File: config.mk
export PLATFORM = sky130hd
export DESIGN_NAME = eeprom_sys
export DESIGN_NICKNAME = d
export VERILOG_FILES = /design/src/eeprom_pkg.sv /design/src/i2c_bit_if.sv /design/src/eeprom_sys.sv /design/src/eeprom_master.sv /design/src/i2c_bit_engine.sv /design/src/eeprom_cfg_regs.sv
export VERILOG_INCLUDE_DIRS = /design/src
export SDC_FILE = /design/constraint.sdc
export NUM_CORES = 1
export LEC_CHECK = 0
export CORE_MARGIN = 2
export CORE_UTILIZATION = 25
export DETAILED_ROUTE_END_ITERATION = 8
export DONT_BUFFER_PORTS = 1
export PLACE_DENSITY_LB_ADDON = 0.12
export SLEW_MARGIN = 40
export SYNTH_ARGS = -nofsm -noshare
export SYNTH_HDL_FRONTEND = slang
export SYNTH_SLANG_ARGS = --single-unit
File: constraint.sdc
create_clock -name CLK -period 2.7 [get_ports CLK]
set_input_delay 0.405 -clock CLK [delete_from_list [all_inputs] [get_ports CLK]]
set_output_delay 0.405 -clock CLK [all_outputs]
set_load 0.01 [all_outputs]
File: src/eeprom_cfg.svh
`ifndef EEPROM_CFG_SVH
`define EEPROM_CFG_SVH

// command queue entries, also the host's starting credits (1 to 4)
`define EEPROM_CMD_DEPTH 2

// scl half-period in clk cycles
`define EEPROM_DIV_RESET 8'd4

// idle clk cycles after a write
`define EEPROM_REC_RESET 16'd200

`endif
File: src/eeprom_pkg.sv
package eeprom_pkg;

    // operations the bus engine understands
    typedef enum logic [1:0] {
        OP_START      = 2'd0,  // start or repeated start
        OP_STOP       = 2'd1,
        OP_WRITE_BYTE = 2'd2,
        OP_READ_BYTE  = 2'd3
    } bus_op_e;

    // transaction sequencer
    typedef enum logic [3:0] {
        IDLE    = 4'd0,
        START   = 4'd1,
        CTRL_WR = 4'd2,
        ADDR    = 4'd3,
        DATA_WR = 4'd4,
        RESTART = 4'd5,
        CTRL_RD = 4'd6,
        DATA_RD = 4'd7,
        STOP    = 4'd8,
        RECOVER = 4'd9
    } master_state_e;

endpackage

File: src/i2c_bit_if.sv
`timescale 1ns/1ps
interface i2c_bit_if
    import eeprom_pkg::*;
();
    logic       req;
    bus_op_e    op;
    logic [7:0] tx_byte;
    logic       send_ack;   // low sends nack after a read byte

    logic       done;       // one-cycle pulse
    logic [7:0] rx_byte;
    logic       ack_seen;   // slave pulled sda low on the 9th clock

    modport master (
        output req, op, tx_byte, send_ack,
        input  done, rx_byte, ack_seen
    );

    modport engine (
        input  req, op, tx_byte, send_ack,
        output done, rx_byte, ack_seen
    );
endinterface

File: src/eeprom_sys.sv
`timescale 1ns/1ps
module eeprom_sys (
    input  logic        CLK,
    input  logic        RESET,
    input  logic        cmd_valid,
    input  logic        cmd_write,
    input  logic [10:0] cmd_addr,
    input  logic [7:0]  cmd_wdata,
    output logic        cmd_credit,
    output logic        rsp_valid,
    output logic [7:0]  rsp_rdata,
    output logic        rsp_err,
    input  logic        cfg_we,
    input  logic        cfg_sel,
    input  logic [15:0] cfg_wdata,
    output logic        scl,
    output logic        sda_oe,     // high pulls sda low
    input  logic        sda_in
);
    logic [7:0]  div;
    logic [15:0] rec_time;

    i2c_bit_if bus_if ();

    eeprom_cfg_regs cfg_regs_inst (
        .CLK       (CLK),
        .RESET     (RESET),
        .cfg_we    (cfg_we),
        .cfg_sel   (cfg_sel),
        .cfg_wdata (cfg_wdata),
        .div       (div),
        .rec_time  (rec_time)
    );

    eeprom_master master_inst (
        .CLK        (CLK),
        .RESET      (RESET),
        .cmd_valid  (cmd_valid),
        .cmd_write  (cmd_write),
        .cmd_addr   (cmd_addr),
        .cmd_wdata  (cmd_wdata),
        .cmd_credit (cmd_credit),
        .rsp_valid  (rsp_valid),
        .rsp_rdata  (rsp_rdata),
        .rsp_err    (rsp_err),
        .rec_time   (rec_time),
        .bus        (bus_if.master)
    );

    i2c_bit_engine engine_inst (
        .CLK    (CLK),
        .RESET  (RESET),
        .div    (div),
        .bus    (bus_if.engine),
        .scl    (scl),
        .sda_oe (sda_oe),
        .sda_in (sda_in)
    );
endmodule

File: src/eeprom_master.sv
`timescale 1ns/1ps
`include "eeprom_cfg.svh"
module eeprom_master
    import eeprom_pkg::*;
(
    input  logic        CLK,
    input  logic        RESET,
    input  logic        cmd_valid,
    input  logic        cmd_write,
    input  logic [10:0] cmd_addr,
    input  logic [7:0]  cmd_wdata,
    output logic        cmd_credit,
    output logic        rsp_valid,
    output logic [7:0]  rsp_rdata,
    output logic        rsp_err,
    input  logic [15:0] rec_time,
    i2c_bit_if.master   bus
);
    localparam int DEPTH = `EEPROM_CMD_DEPTH;
    localparam int PW    = (DEPTH > 1) ? $clog2(DEPTH) : 1;

    logic          q_write [DEPTH];
    logic [10:0]   q_addr  [DEPTH];
    logic [7:0]    q_wdata [DEPTH];
    logic [PW-1:0] wr_ptr;
    logic [PW-1:0] rd_ptr;
    logic [2:0]    count;
    logic          push;
    logic          pop;

    master_state_e state;
    logic          cur_write;
    logic [10:0]   cur_addr;
    logic [7:0]    cur_wdata;
    logic          err;
    logic [7:0]    rdata;
    logic [15:0]   rec_cnt;
    logic          req_q;
    logic          rsp_q;

    assign push = cmd_valid;    // host only sends while holding a credit
    assign pop  = (state == IDLE) && (count != 3'd0);

    always_ff @(posedge CLK)
    begin
        if (push)
        begin
            q_write[wr_ptr] <= cmd_write;
            q_addr[wr_ptr]  <= cmd_addr;
            q_wdata[wr_ptr] <= cmd_wdata;
        end
    end

    always_ff @(posedge CLK)
    begin
        if (RESET)
        begin
            wr_ptr <= '0;
            rd_ptr <= '0;
            count  <= 3'd0;
        end
        else
        begin
            if (push)
                wr_ptr <= (wr_ptr == PW'(DEPTH - 1)) ? '0 : wr_ptr + 1'b1;
            if (pop)
                rd_ptr <= (rd_ptr == PW'(DEPTH - 1)) ? '0 : rd_ptr + 1'b1;
            if (push && !pop)
                count <= count + 3'd1;
            else if (pop && !push)
                count <= count - 3'd1;
        end
    end

    always_ff @(posedge CLK)
    begin
        if (RESET)
        begin
            state   <= IDLE;
            req_q   <= 1'b0;
            rsp_q   <= 1'b0;
            err     <= 1'b0;
            rec_cnt <= 16'd0;
        end
        else
        begin
            rsp_q <= 1'b0;
            case (state)
                IDLE:
                    if (pop)
                    begin
                        state <= START;
                        err   <= 1'b0;
                    end
                RECOVER:
                    if (rec_cnt == 16'd0)
                    begin
                        rsp_q <= 1'b1;
                        state <= IDLE;
                    end
                    else
                        rec_cnt <= rec_cnt - 16'd1;
                default:
                    if (bus.done)
                    begin
                        req_q <= 1'b0;
                        if (bus.op == OP_WRITE_BYTE && !bus.ack_seen)
                            err <= 1'b1;
                        case (state)
                            START:   state <= CTRL_WR;
                            CTRL_WR: state <= bus.ack_seen ? ADDR : STOP;
                            ADDR:
                                if (!bus.ack_seen)
                                    state <= STOP;
                                else if (cur_write)
                                    state <= DATA_WR;
                                else
                                    state <= RESTART;
                            DATA_WR: state <= STOP;
                            RESTART: state <= CTRL_RD;
                            CTRL_RD: state <= bus.ack_seen ? DATA_RD : STOP;
                            DATA_RD: state <= STOP;
                            STOP:
                                if (cur_write && !err)
                                begin
                                    state   <= RECOVER;   // memory busy with its write cycle
                                    rec_cnt <= rec_time;
                                end
                                else
                                begin
                                    rsp_q <= 1'b1;
                                    state <= IDLE;
                                end
                            default: state <= IDLE;
                        endcase
                    end
                    else if (!req_q)
                        req_q <= 1'b1;
            endcase
        end
    end

    always_ff @(posedge CLK)
    begin
        if (pop)
        begin
            cur_write <= q_write[rd_ptr];
            cur_addr  <= q_addr[rd_ptr];
            cur_wdata <= q_wdata[rd_ptr];
        end
        if (bus.done && state == DATA_RD)
            rdata <= bus.rx_byte;
    end

    always_comb
    begin
        bus.op      = OP_WRITE_BYTE;
        bus.tx_byte = 8'h00;
        case (state)
            START, RESTART: bus.op = OP_START;
            STOP:           bus.op = OP_STOP;
            DATA_RD:        bus.op = OP_READ_BYTE;
            CTRL_WR:        bus.tx_byte = {4'b1010, cur_addr[10:8], 1'b0};
            ADDR:           bus.tx_byte = cur_addr[7:0];
            DATA_WR:        bus.tx_byte = cur_wdata;
            CTRL_RD:        bus.tx_byte = {4'b1010, cur_addr[10:8], 1'b1};
            default:        bus.op = OP_WRITE_BYTE;
        endcase
    end

    assign bus.req      = req_q;
    assign bus.send_ack = 1'b0;   // single-byte reads always end with nack
    assign cmd_credit   = pop;
    assign rsp_valid    = rsp_q;
    assign rsp_rdata    = rdata;
    assign rsp_err      = err;
endmodule

File: src/i2c_bit_engine.sv
`timescale 1ns/1ps
module i2c_bit_engine
    import eeprom_pkg::*;
(
    input  logic       CLK,
    input  logic       RESET,
    input  logic [7:0] div,
    i2c_bit_if.engine  bus,
    output logic       scl,
    output logic       sda_oe,
    input  logic       sda_in
);
    bus_op_e    cur_op;
    logic       busy;
    logic       accept;
    logic [7:0] div_q;
    logic [7:0] phase_cnt;  // counts down each half-period
    logic [3:0] bit_cnt;    // 0..8, bit 8 is the ack slot
    logic       half;       // 0 low half, 1 high half
    logic [7:0] shreg;
    logic       ack_q;
    logic       done_q;
    logic       scl_q;
    logic       sda_oe_q;
    logic       mid;
    logic       phase_end;
    logic       last_half;

    assign accept    = !busy && bus.req && !done_q;
    assign mid       = busy && (phase_cnt == (div_q >> 1));
    assign phase_end = busy && (phase_cnt == 8'd0);
    assign last_half = half && ((cur_op == OP_START) || (cur_op == OP_STOP) ||
                                (bit_cnt == 4'd8));

    always_ff @(posedge CLK)
    begin
        if (RESET)
        begin
            busy      <= 1'b0;
            done_q    <= 1'b0;
            scl_q     <= 1'b1;    // bus released
            sda_oe_q  <= 1'b0;
            phase_cnt <= 8'd0;
            bit_cnt   <= 4'd0;
            half      <= 1'b0;
        end
        else
        begin
            done_q <= 1'b0;
            if (accept)
            begin
                busy      <= 1'b1;
                phase_cnt <= div - 8'd1;
                bit_cnt   <= 4'd0;
                half      <= 1'b0;
                if (bus.op == OP_START)
                    sda_oe_q <= 1'b0;     // release first, scl may still be low
                else if (bus.op == OP_STOP)
                    sda_oe_q <= 1'b1;
            end
            else if (busy)
            begin
                // sda only moves mid-phase, never next to an scl edge
                if (mid)
                begin
                    case (cur_op)
                        OP_START:      if (half) sda_oe_q <= 1'b1;
                        OP_STOP:       if (half) sda_oe_q <= 1'b0;
                        OP_WRITE_BYTE: if (!half) sda_oe_q <= (bit_cnt != 4'd8) && !shreg[7];
                        OP_READ_BYTE:  if (!half) sda_oe_q <= (bit_cnt == 4'd8) && bus.send_ack;
                        default:       sda_oe_q <= sda_oe_q;
                    endcase
                end
                if (phase_end)
                begin
                    phase_cnt <= div_q - 8'd1;
                    if (!half)
                    begin
                        half  <= 1'b1;
                        scl_q <= 1'b1;
                    end
                    else if (last_half)
                    begin
                        busy   <= 1'b0;
                        done_q <= 1'b1;
                        scl_q  <= (cur_op == OP_STOP);  // stop leaves scl high
                    end
                    else
                    begin
                        half    <= 1'b0;
                        scl_q   <= 1'b0;
                        bit_cnt <= bit_cnt + 4'd1;
                    end
                end
                else
                    phase_cnt <= phase_cnt - 8'd1;
            end
        end
    end

    always_ff @(posedge CLK)
    begin
        if (accept)
        begin
            cur_op <= bus.op;
            div_q  <= div;
            shreg  <= bus.tx_byte;
        end
        else if (mid && !half && (cur_op == OP_WRITE_BYTE) && (bit_cnt != 4'd8))
            shreg <= {shreg[6:0], 1'b0};
        else if (phase_end && half && (cur_op == OP_READ_BYTE) && (bit_cnt != 4'd8))
            shreg <= {shreg[6:0], sda_in};   // msb first
        if (phase_end && half && (cur_op == OP_WRITE_BYTE) && (bit_cnt == 4'd8))
            ack_q <= !sda_in;
    end

    assign bus.done     = done_q;
    assign bus.rx_byte  = shreg;
    assign bus.ack_seen = ack_q;
    assign scl          = scl_q;
    assign sda_oe       = sda_oe_q;
endmodule

File: src/eeprom_cfg_regs.sv
`timescale 1ns/1ps
`include "eeprom_cfg.svh"
module eeprom_cfg_regs (
    input  logic        CLK,
    input  logic        RESET,
    input  logic        cfg_we,
    input  logic        cfg_sel,    // 0 divider, 1 recovery time
    input  logic [15:0] cfg_wdata,
    output logic [7:0]  div,
    output logic [15:0] rec_time
);
    logic [7:0] div_clamped;

    // half-period of at least 2 keeps a mid-phase point for sda changes
    always_comb
    begin
        if (cfg_wdata > 16'd255)
            div_clamped = 8'd255;
        else if (cfg_wdata[7:0] < 8'd2)
            div_clamped = 8'd2;
        else
            div_clamped = cfg_wdata[7:0];
    end

    always_ff @(posedge CLK)
    begin
        if (RESET)
        begin
            div      <= `EEPROM_DIV_RESET;
            rec_time <= `EEPROM_REC_RESET;
        end
        else if (cfg_we)
        begin
            if (!cfg_sel)
                div <= div_clamped;
            else
                rec_time <= cfg_wdata;
        end
    end
endmodule

==> impl_metrics.yaml <==
global_route:
  overflow: 0
  grt_pass1_vias: 4802
  grt_pass1_wl_um: 26100
  grt_max_degree: 48
  antenna_found_initial: 0
  grt_usage_pct: 11.7
clock_tree:
  cts_num_sinks: 156
  htreeDepth: 4
  cts_tree: "yes"
  clkLatencyLatePin_ns: 0.43
  clk_pin_slew_ns: 0.07
  numCtsBuffers: 17
  clock_path_buffers: 2
  postCtsSetupBuffers: 0
  hold_buffers: 0
  cts_root_buf: "clkbuf_16"
floorplan:
  fp.dieArea_sq_um: 28800
  fp.dieH_um: 170
  rows: 60
  design.core.area_sq_um: 27000
  ios: 55
  initial_core_util_pct: 25.5
  fp.dieW_um: 170
drt:
  wl_met1_um: 7190
  drc: 0
  drt_iter0_markers: 329
  highest_layer: "met4"
  ant_nets: 0
  wl_um: 16200
  dr.pass1.iters: 7
  wl_per_cell_um: 16.4
  wl_met2_um: 7870
  viasPerCell: 4.76
  met3_length_um: 1010
  vias: 4704
synth:
  synth-simple-area-share_pct: 15.7
  yosys-top-cells-count: "edfxtp_1 (87), nand2_1 (73), dfxtp_1 (69), a21oi_1 (55), nor2_1 (45)"
  synth_seq_cells: 156
  synthXorXnorAreaFrac_pct: 2.30
  synth-warning-count: 0
  syn_avg_cell_area_sq_um: 11.0
  yosysMostFrequentCell: "edfxtp_1"
  synth_compound_area_share_pct: 15.2
  synth_cell_type_count: 67
  async_flop_share_pct: 0
  synth.net_count: 672
  netlist.area_leader.share_pct: 38.0
  synth_area_leaders: "edfxtp_1 (38%), dfxtp_1 (20%), a21oi_1 (4.0%)"
  synth_fa_ha_area_share_pct: 1.38
  synth_top_area_cell: "edfxtp_1"
  synth_enable_flop_cells: 87
  synth_cells: 623
  synthMuxAreaShare_pct: 4.32
  syn_area_sq_um: 6870
  seq_area_frac_synth_pct: 58.2
  ys.flop_type: "edfxtp_1"
  synth_top_family_by_area: "simple AND/OR/NAND/NOR gates"
power_and_ir_drop:
  pwr-share-seq_pct: 42.0
  p_leak_uw: 0.00276
  p_sw_uw: 2630
  internal_power_uw: 5190
  switching_share_pct: 33.7
  powerDensity_nw_per_um2: 980
  vdd_drop_max_uv: 398
  combPwrFrac_pct: 27.0
  power_frac_clock_pct: 31.0
placement:
  place_ws_ns: 0.106
  globalplace.congestion: 0.819
  place_hpwl_um: 11300
  port_buffers: 0
sta:
  slew_headroom_pct: 58.2
  setup_viol: 0
  worst_slew_pin_slew_ns: 0.626
  fin_skew_ns: 0.0177
  hold_violations: 0
  rsz0062_at_grt: "no"
  period_needed_ns: 2.62
  timing.fmax_mhz: 382
  drv_slew: 0
  timing.setup.tns_ns: 0
  period_share_pct: 96.9
  layout_setup_ws_ns: 0.0849
worst_setup_path:
  critPathLaunchType: "flip-flop"
  worstSetupPathType: "flip-flop to flip-flop"
  crit_arrival_ns: 2.93
  cp.required_ns: 3.01
  crit_fanout: 5
  cp-end-kind: "flip-flop"
layout:
  n_antenna_cell: 0
  synthToLayoutAreaGrowth_pct: 16.1
  fin_util_pct: 29.6
  nNetsFinal: 683
  final_layout_size_suffix_gt1_share_pct: 15.1
outcome:
  status: "completed"
hold_path:
  hold_path.class: "input port to flip-flop"
run:
  cap_viol_max_count: 0
[power by group through the flow]
stage	combinational [uW]	clock, uW	sequential, uW
after floorplan	1580	0	3250
after global placement	2100	0	3340
after detailed placement	2130	0	3340
after CTS	2140	2510	3290
after global routing	2350	2610	3330
final	2110	2430	3280
[state kept, by name, indices dropped and copies added (netlist names), 11 cells and up]
name,cells
master_inst.q_addr,22
cfg_regs_inst.rec_time,16
master_inst.cur_addr,11
master_inst.rec_cnt,16
master_inst.q_wdata,16
[kinds of logic (layout without fill, tap and decap cells)]
logic type | after synthesis | in the layout
buf+inv | 51 | 75
fa+ha+maj | 7 | 7
flops | 156 | 156
mux | 27 | 27
xor+xnor | 18 | 18
compound gates | 146 | 146
simple gates | 218 | 218
[cell type report]
cell class                      instances  area (sq um)
Timing Repair Buffer                   26           208
Multi-Input combinational cell        416          2670
Sequential cell                       156          3990
Clock buffer                           17           425
Clock inverter                         15           186
Tap cell                              341           427
Inverter                               17          63.8
Fill cell                            2725         19000
[layout by cell type, fill, tap and decap left out, types with 10 or more instances in the layout]
master,instances
o21ai_0,17
clkbuf_16,17
xnor2_1,10
dfxtp_1,69
nand2_1,73
a21oi_1,55
and2_1,10
nor3_1,13
nor2_1,45
a22o_1,10
nand3_1,15
mux2_2,20
nor4_1,11
buf_4,25
inv_1,15
edfxtp_1,87
[critical path: stages (launching register included)]
cell and delay [ns]:
dfxtp_1 0.34, inv_1 0.09, ha_1 0.21, or3b_2 0.52, or3_1 0.35, or3_1 0.41
o41a_1 0.34, o211ai_1 0.17, o31ai_1 0.09
[path summary, 6_finish.rpt]
| path | from | end | slack [ns] | depth (start not counted) |
|---|---|---|---|---|
| setup / recovery | master_inst.rec_cnt[0] | master_inst.rec_cnt[14] | 0.08 | 8 |
| hold / removal | RESET | cfg_regs_inst.rec_time[12] | 0.04 | 1 |
| setup reg to reg | master_inst.rec_cnt[0] | master_inst.rec_cnt[14] | 0.08 | 8 |
| hold reg to reg | engine_inst.bus.rx_byte[4] | master_inst.rsp_rdata[4] | 0.46 | 0 |
[layer usage]
layer | vias up | GRT usage (%)
met2 | 92 | 19.5
met4 | 0 | 3.20
li1 | 2329 | -
met3 | 9 | 3.75
met1 | 2274 | 14.5
met5 | - | 0
[metrics by stage]
step	cell area, sq um	instances	power (uW)	hold slack (ns)
5_1_grt	7970	988	8290	0.0161
3_3_place_gp	7360	956	5430	0.450
4_1_cts	7970	988	7940	0.0232
3_5_place_dp	7360	956	5460	0.447
6_report	7970	988	7820	0.0443
2_1_floorplan	6870	623	4840	0.417
[repair_timing]
action / CTS / global route
setup endpoints to repair: 0 / 2
resized for setup: 0 / 1
hold endpoints to repair: 0 / 0
No activity file was read; power rests on OpenSTA's default activity.
